$ cat config.mk
export PLATFORM = sky130hd
export DESIGN_NAME = request_path
export DESIGN_NICKNAME = d
export VERILOG_FILES = /design/src/cache_pkg.sv /design/src/request_path.sv
export SDC_FILE = /design/constraint.sdc
export NUM_CORES = 1
export LEC_CHECK = 0
export BUFFER_PORTS_ARGS = -buffer_cell sky130_fd_sc_hd__buf_2
export CORE_AREA = 3 3 496 498
export DETAILED_ROUTE_END_ITERATION = 6
export DIE_AREA = 0 0 499 501
export MAX_ROUTING_LAYER = met4
export SLEW_MARGIN = 10
export SYNTH_ARGS = -nofsm -noshare
export SYNTH_HDL_FRONTEND = slang
export SYNTH_SLANG_ARGS = --single-unit
$ cat constraint.sdc
create_clock -name clk -period 2 [get_ports clk]
set_clock_uncertainty 0.1 [all_clocks]
set_input_delay 0.2 -clock clk [delete_from_list [all_inputs] [get_ports clk]]
set_output_delay 0.2 -clock clk [all_outputs]
set_load 0.05 [all_outputs]
$ cat src/cache_pkg.sv
package cache_pkg;

    // geometry
    localparam int num_ways       = 4;
    localparam int num_sets       = 16;
    localparam int words_per_line = 8;

    // address fields: tag 31..9, set 8..5, word 4..2
    typedef logic [31:0]                       addr_t;
    typedef logic [22:0]                       tag_t;
    typedef logic [$clog2(num_sets)-1:0]       set_t;
    typedef logic [$clog2(words_per_line)-1:0] word_sel_t;

    // data widths
    typedef logic [31:0]                   word_t;
    typedef logic [3:0]                    byte_mask_t;
    typedef logic [words_per_line*32-1:0]  line_t;
    typedef logic [words_per_line*4-1:0]   line_mask_t;

    // way bookkeeping
    typedef logic [$clog2(num_ways)-1:0] way_t;
    typedef logic [num_ways-1:0]         way_vec_t;
    typedef logic [num_ways-2:0]         plru_t;

    typedef enum logic [2:0] {
        st_idle,
        st_compare,
        st_write_ack,
        st_writeback,
        st_fetch,
        st_replay
    } cache_state_t;

    typedef enum logic [1:0] {
        wr_none,
        wr_cpu,
        wr_fill
    } array_write_t;

endpackage

$ cat src/request_path.sv
`timescale 1ns/1ps

module request_path (
    input  logic                    clk,
    input  logic                    rst,
    input  cache_pkg::addr_t        ufp_addr,
    input  cache_pkg::byte_mask_t   ufp_rmask,
    input  cache_pkg::byte_mask_t   ufp_wmask,
    input  cache_pkg::word_t        ufp_wdata,
    input  logic                    accept,
    input  logic                    replay,
    input  cache_pkg::array_write_t array_write,
    input  cache_pkg::way_t         way_hit,
    input  cache_pkg::way_t         victim,
    input  cache_pkg::tag_t         victim_tag,
    input  cache_pkg::line_t        victim_line,
    input  cache_pkg::line_t        dfp_rdata,
    input  logic                    dfp_write,
    output logic                    new_req,
    output logic                    req_read,
    output logic                    req_write,
    output cache_pkg::set_t         read_set,
    output cache_pkg::tag_t         req_tag,
    output cache_pkg::word_sel_t    req_word,
    output cache_pkg::way_t         write_way,
    output cache_pkg::set_t         write_set,
    output cache_pkg::tag_t         write_tag,
    output cache_pkg::line_t        write_line,
    output cache_pkg::line_mask_t   write_mask,
    output logic                    write_dirty,
    output cache_pkg::addr_t        dfp_addr,
    output cache_pkg::line_t        dfp_wdata
);
    import cache_pkg::*;

    // stage 1 request
    addr_t      req_addr;
    byte_mask_t req_rmask;
    byte_mask_t req_wmask;
    word_t      req_wdata;
    set_t       req_set;

    always_ff @(posedge clk) begin
        if (rst) begin
            req_rmask <= '0;
            req_wmask <= '0;
        end else if (accept) begin
            req_rmask <= ufp_rmask;
            req_wmask <= ufp_wmask;
        end
    end

    always_ff @(posedge clk) begin
        if (accept) begin
            req_addr  <= ufp_addr;
            req_wdata <= ufp_wdata;
        end
    end

    assign new_req   = (|ufp_rmask) | (|ufp_wmask);
    assign req_read  = |req_rmask;
    assign req_write = |req_wmask;
    assign req_tag   = req_addr[31:9];
    assign req_set   = req_addr[8:5];
    assign req_word  = req_addr[4:2];

    // replay keeps the arrays pointed at the pending request
    assign read_set  = replay ? req_set : ufp_addr[8:5];
    assign write_set = req_set;
    assign write_tag = req_tag;

    always_comb begin
        write_way   = way_hit;
        write_line  = dfp_rdata;
        write_mask  = '0;
        write_dirty = 1'b0;
        case (array_write)
            wr_cpu: begin
                write_line  = line_t'(req_wdata) << {req_word, 5'b0};
                write_mask  = line_mask_t'(req_wmask) << {req_word, 2'b0};
                write_dirty = 1'b1;
            end
            wr_fill: begin
                write_way  = victim;
                write_mask = '1;
            end
            default: ;
        endcase
    end

    // memory side, always a whole line
    assign dfp_addr  = {(dfp_write ? victim_tag : req_tag), req_set, 5'b0};
    assign dfp_wdata = victim_line;

endmodule

## After elaboration in Yosys (flattened, before gate mapping)

Cells that the tools add are included.

- Register bits: 72
- Bits of input ports: 618

- Equality and inequality tests: 2
- Shift operators: 2
- Multiplexer cells: 6
- Bitwise gates (word level): 1
- Reduce and logical (&&, ||, !) cells: 4

Operators with widths:

| kind | count |
|---|---|
| 256-bit 2-to-1 mux | 1 |
| 32-bit by 8-bit << shifter with 256-bit output | 1 |
| 32-bit case mux with 2 select lines | 1 |
| 4-bit by 5-bit << shifter with 32-bit output | 1 |
| 23-bit 2-to-1 mux | 1 |
| 4-bit OR reduction | 4 |
| 4-bit 2-to-1 mux | 1 |
| 2-bit by 1-bit equality test with 1-bit output, second input constant | 1 |
| 2-bit equality test, second input constant | 1 |
| 2-bit 2-to-1 mux | 1 |
| 1-bit 2-to-1 mux | 1 |
| 1-bit bitwise OR | 1 |

## Depth between registers and ports, before layout

Gate-level depths: netlist of the first run.

- Depth after elaboration: 2
- Gate-level depth with buffers: 7

## Least setup slack after synthesis of the first run

OpenSTA, ideal clock, no wires.

- Path kind: in2out
- Start point: input port array_write[1]
- End point: output port write_mask[20]
- Arrival: 2,304 ps
- Required time: 1,700 ps
- Slack: -604 ps
- Stages: 5
- Path buffers: 1
- Cells stage by stage: inv_1 -> ha_1 -> buf_4 -> nand4b_1 -> o21ai_0

- Word-level cells in the longest chain between the ends: 2

Ends and longest elaborated chain:

| item | line | text |
|---|---|---|
| start: declaration | request_path.sv:12 | `input cache_pkg::array_write_t array_write,` |
| 2-bit equality test or 2-bit by 1-bit equality test with 1-bit output (tied branches) | request_path.sv:77 | `case (array_write)` |
| 32-bit case mux with 2 select lines * | request_path.sv:77 |  |
| end: declaration | request_path.sv:29 | `output cache_pkg::line_mask_t write_mask,` |

Every way passes the cells marked *; elsewhere a longest branch is shown, timed or not.

## Worst setup path in the final report of the first run

- Start point: register req_addr[2]
- End point: output port write_line[77]

- Word-level cells in the longest chain between the ends: 2

Ends and longest elaborated chain:

| item | line | text |
|---|---|---|
| start: declaration | request_path.sv:37 | `addr_t req_addr;` |
| start signal: assignment | request_path.sv:55 | `req_addr <= ufp_addr;` |
| 32-bit by 8-bit << shifter with 256-bit output | request_path.sv:79 | `write_line = line_t'(req_wdata) << {req_word, 5'b0};` |
| 256-bit 2-to-1 mux | request_path.sv:77 |  |
| end: declaration | request_path.sv:28 | `output cache_pkg::line_t write_line,` |

Every way passes these cells.

==> impl_metrics.csv, run 1 <==
group,metric,value,unit
run_status,status,"complete, but fails checks",
run_status,violations,"negative setup slack",
synthesis,synth_area,0.00785,mm2
setup_path,end_kind,"output pin",
global_route,grt-ovfl-total,0,
run,maxCapViolations,0,
detailed_routing,met2WireLength,95500,um
sta,tightest_slew,844,ps
sta,maxSlewHeadroom,43.7,%
cells_and_area,instances_no_fill,4656,
sta,final.period_utilization,128,%
power_and_ir_drop,p_total,11.6,mW
detailed_routing,finalWirelength,191000,um
setup_path,cp.arrival,2250,ps
cells_and_area,final_cell_mix,"445 x buf_2, 311 x buf_12, 215 x a22o_4",
setup_path,crit_fanout,8,
detailed_routing,routedWlPerCell,41.0,um
clocking,cts_buffers,9,
clocking,h-tree-depth,3,
cells_and_area,area_growth,191,%
global_route,grt_max_degree,75,
sta,min_period,2550,ps
worst_hold_path,hold_path_class,"in2reg",
clocking,root_buffer,"clkbuf_16",
detailed_routing,via_count,10546,
floorplanning,core-area,0.243,mm2
clocking,clk_path_buf_depth,2,
detailed_routing,wl_met1,48100,um
setup_path,critPathMostFrequentCell,"buf_12",
global_route,grt_pass1_wl,214000,um
clocking,clock_latency,400,ps
setup_path,cp_cell_sequence,"buf_12, buf_8, and4bb_4, buf_12, buf_12, buf_16, a22o_2, buf_12",
synthesis,synth_edf_count,62,
floorplanning,die_y,501,um
cells_and_area,fillers,27845,
synthesis,ys_seq_area_share,25.8,%
floorplanning,rows,181,
cells_and_area,nets,2041,
setup_path,slowest_delay,430,ps
setup_path,crit_slowest_cell,"edfxtp_1",
power_and_ir_drop,ir_drop,0.381,mV
sta,fmax,392,MHz
placement,dp.cells,4469,
sta,whs,115,ps
synthesis,synth_top_flop_cell,"edfxtp_1",
floorplanning,pin_count,1257,
sta,final.setup.tns,-118830,ps
clocking,cts_tree,"yes",
global_route,grt_usage,15.0,%
detailed_routing,highest_layer,"met4",
setup_path,critPathLaunchType,"register",
setup_path,crit_required,1700,ps
synthesis,ys_ff_latch,70,
clocking,cts.clk_slew.worst_paths,110,ps
detailed_routing,vias_per_cell,2.27,
floorplanning,die_x,499,um
sta,finalHoldViolCount,0,
sta,finalMaxSlewViolations,0,
clocking,clock-sinks,70,
floorplanning,die-area,0.250,mm2
detailed_routing,met3_wirelength,36600,um
global_route,grt_pass1_vias,10599,
synthesis,ys_types,30,
placement,pre_cts_ws,-842,ps
sta,worst_slack,-553,ps
sta,grt_setup_unrepaired,"true",
power_and_ir_drop,p_per_area,508,mW/mm2
detailed_routing,drtPass1Iterations,5,
placement,dpl.hpwl,170000,um
synthesis,yosysWarningCount,0,
cells_and_area,fin_util,9.42,%
placement,gp_congestion,0.846,
cells_and_area,final_common_cell,"buf_2",
power_and_ir_drop,leakage,8.75,nW
global_route,antenna_found_initial,154,
detailed_routing,ant_nets,0,
setup_path,critPathKind,"reg2out",
synthesis,synthCells,825,
sta,setup_violations,288,
cells_and_area,drive_gt1_share,87.0,%
placement,place_area,0.0182,mm2
placement,portBuffers,737,
synthesis,syn_area_per_cell,9.51,um2
synthesis,ys_async_sr_fraction,0,%
cells_and_area,final_area,0.0229,mm2
floorplanning,start_util,3.24,%
detailed_routing,drc,0,
detailed_routing,drt_iter0_markers,507,
## power breakdown
part	leakage, nW	switching, mW	internal, mW
clock	0.149	1.06	0.990
sequential	0.673	0.191	1.72
combinational	7.93	4.62	3.03
## cell type report
type	count	area [um2]	area share, %
diodes	28	70.1	0.307
clock buffers	9	225	0.986
clock inverters	7	80.1	0.350
inverters	3	18.8	0.0821
multi-input cells	366	5420	23.7
flip-flops and latches	70	2020	8.85
well taps	3202	4010	17.5
repair buffers	971	11000	48.2
## metal layers
layer  GRT usage [%]  up-vias
met4            6.69        0
met3            12.7      523
li1                -     4043
met2            26.0     1115
met1            10.7     4865
met5               -        -
## Yosys cell counts, types with 3 or more instances
cell	instances	area [um2]
nand4b_1	3	26.3
nand4bb_1	3	33.8
dfxtp_1	8	160
mux2_2	29	327
nor2_1	8	30.0
inv_1	3	11.3
buf_6	7	78.8
edfxtp_1	62	1860
nand2b_1	5	31.3
buf_4	301	2260
o21ai_0	28	140
buf_2	41	205
and4b_1	3	30.0
mux2i_1	8	80.1
buf_1	33	124
clkbuf_1	8	30.0
a22o_1	256	2240
## path summary, 6_finish.rpt
| kind | from | end | slack, ps | cells after the start |
|---|---|---|---|---|
| setup reg to reg | req_wmask[0]$_SDFFE_PP0P_ | req_wmask[0]$_SDFFE_PP0P_ | 730 | 3 |
| setup / recovery | req_addr[2]$_DFFE_PP_ | write_line[77] | -550 | 8 |
| hold reg to reg | req_rmask[3]$_SDFFE_PP0P_ | req_rmask[3]$_SDFFE_PP0P_ | 410 | 2 |
| hold / removal | accept | req_wdata[19]$_DFFE_PP_ | 110 | 1 |
## cell families (layout without fill, tap and decap cells)
| family | after synthesis | in the layout | synth area share, % |
|---|---|---|---|
| AO/OA/AOI/OAI | 288 | 288 | 30.7 |
| adder cells (fa/ha/maj) | 2 | 2 | 0.319 |
| buffers and inverters | 393 | 990 | 34.5 |
| flip-flops | 70 | 70 | 25.8 |
| multiplexers | 37 | 37 | 5.18 |
| other | 1 | 33 | 0.0478 |
| AND/OR/NAND/NOR | 34 | 34 | 3.48 |
## critical path, delay by kind of cell (launching register included)
kind / cells / cell delay (ps)
buffers and inverters: 6 / 830
flip-flops: 1 / 430
AND/OR/NAND/NOR: 1 / 360
AO/OA/AOI/OAI: 1 / 180
## registers in the layout (all words and copies together), names as in the netlist
register   flops
req_wdata     32
req_wmask      4
req_addr      30
req_rmask      4
## repair_timing
item / CTS / global route
hold buffers: 77 / 0
endpoints found under the setup margin: 291 / 288
pin swaps: 11 / 34
endpoints found under the hold margin: 70 / 0
cloned: 18 / 6
setup buffers: 37 / 13
resized for setup: 300 / 158
(Power assumes the default switching activity.)
==> run 2, diff against run 1 <==
CORE_AREA = 2 2 495 497   (was 3 3 496 498)
DIE_AREA = 0 0 497 499   (was 0 0 499 501)
SETUP_SLACK_MARGIN = 0.15   (was unset)
==> run 2 against run 1 <==
Effect of this change: the run still ends with negative setup slack left; clock power about the same; register-to-register slack lost 20 ps; count of clock-buffer cells in the layout increased by 3; die area is 0.80% lower; critical path depth down 3; final area is 2.4% higher; setup slack improved by 27 ps; routed wire length decreased by 7.4%; non-clock buffer count up 11; first-iteration DRC count is 28% higher; sequential power rose by 9%; largest power group unchanged; highest routed layer unchanged.
==> impl_metrics.csv, run 2 (synthesis results as in run 1) <==
group,metric,value,unit
detailed_routing,finalWirelength,177000,um
floorplanning,start_util,3.24,%
detailed_routing,drc,0,
power_and_ir_drop,power.internal,5.82,mW
detailed_routing,drtPass1Iterations,5,
floorplanning,core-area,0.243,mm2
setup_path,endpoint,"write_mask[0]",
setup_path,timing.rr.end,"req_wmask[1]$_SDFFE_PP0P_",
setup_path,crit_fanout,10,
floorplanning,die_y,499,um
power_and_ir_drop,pwr-share-seq,17.8,%
sta,worst_slack,-526,ps
placement,dp.cells,4485,
global_route,grt_pass1_vias,10792,
run,maxCapViolations,0,
setup_path,critPathKind,"reg2out",
cells_and_area,final_cell_mix,"440 x buf_2, 316 x buf_12, 256 x a22o_4",
cells_and_area,drive_gt1_share,87.4,%
setup_path,critPathLaunchType,"register",
clocking,clock-sinks,70,
sta,finalMaxSlewViolations,0,
clocking,clk_path_buf_depth,2,
floorplanning,pin_count,1257,
cells_and_area,seq_area,0.00203,mm2
cells_and_area,fillers,27725,
sta,final.setup.tns,-110690,ps
placement,portBuffers,737,
worst_hold_path,holdPathStages,2,
clocking,cts_tree,"yes",
cells_and_area,top_register,"req_wdata",
global_route,grt_max_degree,36,
power_and_ir_drop,ir_drop,0.611,mV
cells_and_area,largest_reg_flops,32,
run_status,violations,"negative setup slack",
detailed_routing,ant_nets,0,
cells_and_area,area_growth,198,%
detailed_routing,routedWlPerCell,38.1,um
power_and_ir_drop,p_sw,5.91,mW
placement,gp_congestion,0.933,
power_and_ir_drop,leakage,9.03,nW
sta,min_period,2530,ps
cells_and_area,instances_no_fill,4643,
sta,finalHoldViolCount,0,
global_route,grt_usage,14.0,%
detailed_routing,vias_per_cell,2.22,
run_status,status,"complete, but fails checks",
cells_and_area,final_common_cell,"buf_2",
floorplanning,die-area,0.248,mm2
setup_path,rr_worst_depth,3,
cells_and_area,nets,2052,
detailed_routing,drt_iter0_markers,648,
sta,fmax,396,MHz
clocking,cts.clk_slew.worst_paths,100,ps
clocking,root_buffer,"clkbuf_16",
setup_path,r2r_start,"req_wmask[1]$_SDFFE_PP0P_",
cells_and_area,multiInputGateArea,0.00582,mm2
power_and_ir_drop,power_frac_comb,64.7,%
clocking,clock_latency,430,ps
power_and_ir_drop,pwr-share-clk,17.5,%
sta,final.period_utilization,126,%
setup_path,cp.arrival,2230,ps
sta,maxSlewHeadroom,30.7,%
clocking,cts_buffers,9,
sta,tightest_slew,1040,ps
global_route,grt-ovfl-total,0,
placement,dpl.hpwl,157000,um
floorplanning,rows,181,
cells_and_area,fin_util,9.65,%
setup_path,end_kind,"output pin",
global_route,grt_pass1_wl,201000,um
clocking,h-tree-depth,3,
cells_and_area,top_regs,"req_wdata x32, req_addr x30",
cells_and_area,final_area,0.0234,mm2
sta,setup_violations,288,
setup_path,ff2ff_setup_slack,710,ps
sta,grt_setup_unrepaired,"true",
worst_hold_path,hold_path_class,"in2reg",
setup_path,crit_required,1700,ps
placement,pre_cts_ws,-216,ps
power_and_ir_drop,p_per_area,501,mW/mm2
floorplanning,die_x,497,um
detailed_routing,via_count,10304,
global_route,antenna_found_initial,76,
placement,place_area,0.0207,mm2
power_and_ir_drop,p_sw_share,50.4,%
setup_path,crit_start,"req_addr[4]$_DFFE_PP_",
[run 2: changes by cell type in the layout (fill, tap and decap cells not counted), moves of 4 or more]
cell     previous run  this run
diode_2            28         4
buf_8              19        23
buf_12            311       316
mux2_4              0         4
o21ai_2            10         3
buf_4              45        49
buf_2             445       440
a22o_2             41         0
a22o_4            215       256
mux2_2             29        25
o21ai_4            22        29
[run 2: per-stage QoR]
stage          hold slack, ps  power [mW]
2_1_floorplan             199        6.70
3_3_place_gp              276        9.41
3_5_place_dp              278        9.39
4_1_cts                   169        12.0
5_1_grt                   188        12.2
6_report                  225        11.7
[run 2: repair_timing]
item | CTS | global route
hold buffers | 79 | 0
pin swaps | 26 | 25
hold endpoints to repair | 73 | 0
gates cloned | 13 | 6
setup buffers | 30 | 10
resized for setup | 152 | 37
setup endpoints to repair | 299 | 290
[run 2: worst min path at each step]
stage / to / start / slack [ps]
floorplan: req_addr[10]$_DFFE_PP_ / ufp_addr[10] / 200
global placement: req_addr[30]$_DFFE_PP_ / ufp_addr[30] / 280
detailed placement: req_wdata[24]$_DFFE_PP_ / ufp_wdata[24] / 280
CTS: req_wdata[24]$_DFFE_PP_ / accept / 170
global route: req_wdata[24]$_DFFE_PP_ / accept / 190
finish: req_wdata[24]$_DFFE_PP_ / accept / 230
[run 2: layer usage]
layer / GRT usage [%] / up-vias / part of all wire [%]
met3: 11.2 / 399 / 18
met2: 23.9 / 1012 / 49
met5: - / - / 0
met1: 10.8 / 4852 / 27
li1: - / 4041 / -
met4: 6.05 / 0 / 5.6
[run 2: layout make-up]
cell class / count / share of cell area [%]
inverter: 3 / 0.0802
sequential: 70 / 8.65
tap: 3202 / 17.1
timing repair buffer: 982 / 47.9
clock inverter: 4 / 0.118
clock buffer: 12 / 1.19
multi-input combinational: 366 / 24.9
antenna: 4 / 0.0428
[run 2: critical path, stage by stage (launching register included)]
cell      delay (ps)
edfxtp_1         430
buf_12           170
buf_12           130
or4b_4           640
o21ai_4          240
buf_12           160
[run 2: power by group through the flow]
stage,Clock (mW),Combinational (mW),Sequential [mW]
finish,2.05,7.60,2.09
global route,2.19,7.87,2.10
CTS,2.23,7.69,2.09
detailed placement,0,7.27,2.12
global placement,0,7.29,2.12
floorplan,0,4.74,1.97
==> run 3, diff against run 2 <==
CELL_PAD_IN_SITES_DETAIL_PLACEMENT = 0   (was unset)
CELL_PAD_IN_SITES_GLOBAL_PLACEMENT = 2   (was unset)
CORE_AREA = 2 2 494 496   (was 2 2 495 497)
DIE_AREA = 0 0 496 498   (was 0 0 497 499)
PLACE_DENSITY_LB_ADDON = 0.1   (was unset)
==> run 3 against run 2 <==
Effect of this change: the run still ends with negative setup slack left; non-clock buffer count is 26 higher; clock power hardly changed; critical path depth rose by 3; count of clock-buffer cells in the layout shrank 3; first-iteration DRC count shrank 45%; critical path type unchanged; largest cell class unchanged; highest routed layer unchanged.
==> impl_metrics.csv, run 3 (synthesis results as in run 1) <==
group,metric,value,unit
run_status,status,"complete, but fails checks",
run_status,violations,"negative setup slack",
global_route,grt.busiest_layer,"met2",
clocking,cts.clk_slew.worst_paths,90,ps
cells_and_area,fillers,27879,
cells_and_area,drive_gt1_share,87.6,%
sta,fmax,391,MHz
sta,tightest_slew,888,ps
cells_and_area,top_regs,"req_wdata x32, req_addr x30",
floorplanning,core-area,0.242,mm2
sta,final.period_utilization,128,%
global_route,use_met1,8.40,%
sta,grt_setup_unrepaired,"true",
cells_and_area,final_area,0.0229,mm2
detailed_routing,ant_nets,0,
clocking,h-tree-depth,3,
clocking,cts_buffers,9,
global_route,grt_pass1_vias,10692,
placement,dpl.hpwl,86900,um
detailed_routing,drt_iter0_markers,355,
global_route,use_met3,3.60,%
clocking,clock_latency,450,ps
cells_and_area,nets,2078,
detailed_routing,drc,0,
sta,worst_slack,-559,ps
placement,place_area,0.0187,mm2
setup_path,r2r_start,"req_wmask[0]$_SDFFE_PP0P_",
detailed_routing,drtPass1Iterations,4,
setup_path,end_kind,"output pin",
clocking,root_buffer,"clkbuf_16",
global_route,grt_pass1_wl,129000,um
sta,final.setup.tns,-123560,ps
run,maxCapViolations,0,
detailed_routing,routedWlPerCell,22.7,um
sta,setup_violations,288,
placement,gp_congestion,0.743,
cells_and_area,area_growth,192,%
setup_path,critPathMostFrequentCell,"buf_6",
global_route,grt_use_met2,14.7,%
sta,finalMaxSlewViolations,0,
setup_path,cp_cell_sequence,"buf_6, buf_6, buf_6, and4b_4, buf_12, clkbuf_16, a22o_4, buf_8",
worst_hold_path,hold_path_class,"in2reg",
clocking,clock-sinks,70,
setup_path,slowest_delay,430,ps
floorplanning,start_util,3.25,%
placement,portBuffers,737,
sta,finalHoldViolCount,0,
power_and_ir_drop,leakage,8.88,nW
cells_and_area,top_register,"req_wdata",
detailed_routing,vias_per_cell,2.03,
global_route,grt_max_degree,44,
setup_path,crit_slowest_cell,"edfxtp_1",
floorplanning,die_x,496,um
power_and_ir_drop,ir_drop,0.403,mV
setup_path,crit_fanout,8,
global_route,antenna_found_initial,67,
detailed_routing,finalWirelength,107000,um
cells_and_area,largest_reg_flops,32,
setup_path,cp.arrival,2260,ps
floorplanning,die_y,498,um
global_route,grt-ovfl-total,0,
setup_path,critPathLaunchType,"register",
placement,pre_cts_ws,-266,ps
cells_and_area,final_common_cell,"buf_2",
worst_hold_path,min_from,"accept",
setup_path,critPathKind,"reg2out",
setup_path,crit_start,"req_addr[2]$_DFFE_PP_",
global_route,grt_usage,8.56,%
cells_and_area,final_cell_mix,"440 x buf_2, 256 x a22o_4, 192 x buf_12",
detailed_routing,via_count,9584,
clocking,cts_tree,"yes",
sta,min_period,2560,ps
setup_path,crit_required,1700,ps
floorplanning,die-area,0.247,mm2
floorplanning,pin_count,1257,
floorplanning,rows,181,
power_and_ir_drop,p_per_area,468,mW/mm2
sta,maxSlewHeadroom,40.8,%
clocking,clk_path_buf_depth,2,
-- run 3: stage by stage --
stage,power [mW],hold WS (ps),utilization (%),std cells
global route,11.3,111,9.48,4713
finish,10.7,139,9.48,4717
CTS,11.0,95.5,9.16,4645
floorplan,6.70,199,-,829
detailed placement,7.96,278,7.71,4505
global placement,8.00,279,7.71,4505
-- run 3: per-layer routing --
layer	up-vias	part of all wire, %
met4	0	4.2
met3	198	9.6
met2	680	51
li1	4178	-
met5	-	0
met1	4528	36
-- run 3: layout make-up --
class / instances / area (um2) / area share (%)
clock buffer: 9 / 225 / 0.982
sequential: 70 / 2020 / 8.82
clock inverter: 7 / 61.3 / 0.267
inverter: 3 / 18.8 / 0.0818
antenna: 52 / 130 / 0.567
multi-input combinational: 366 / 5800 / 25.3
tap: 3202 / 4010 / 17.5
timing repair buffer: 1008 / 10700 / 46.5
-- run 3: power breakdown --
group	total, mW	switching, mW	leakage, nW	internal [mW]
sequential	1.95	0.236	0.673	1.72
clock	2.04	1.16	0.145	0.877
combinational	6.73	3.85	8.06	2.88
-- run 3: worst paths after layout --
| check | slack [ps] | endpoint | cells after the start |
|---|---|---|---|
| worst max-delay path | -560 | write_line[184] | 8 |
| worst min register to register | 420 | req_rmask[3]$_SDFFE_PP0P_ | 2 |
| worst min-delay path | 140 | req_addr[12]$_DFFE_PP_ | 1 |
| worst max register to register | 720 | req_wmask[0]$_SDFFE_PP0P_ | 3 |
-- run 3: critical path: cells and delay by family, from the launching register on --
family / cells / cell delay (ps)
simple gates: 1 / 240
flops: 1 / 430
compound gates: 1 / 250
buf+inv: 6 / 880
-- run 3: timing repair --
item	CTS	global route
cloned	13	4
setup buffers	34	16
gates resized for setup	480	124
pin swaps	28	33
hold buffers	77	0
endpoints found under the setup margin	309	302
endpoints found under the hold margin	70	0
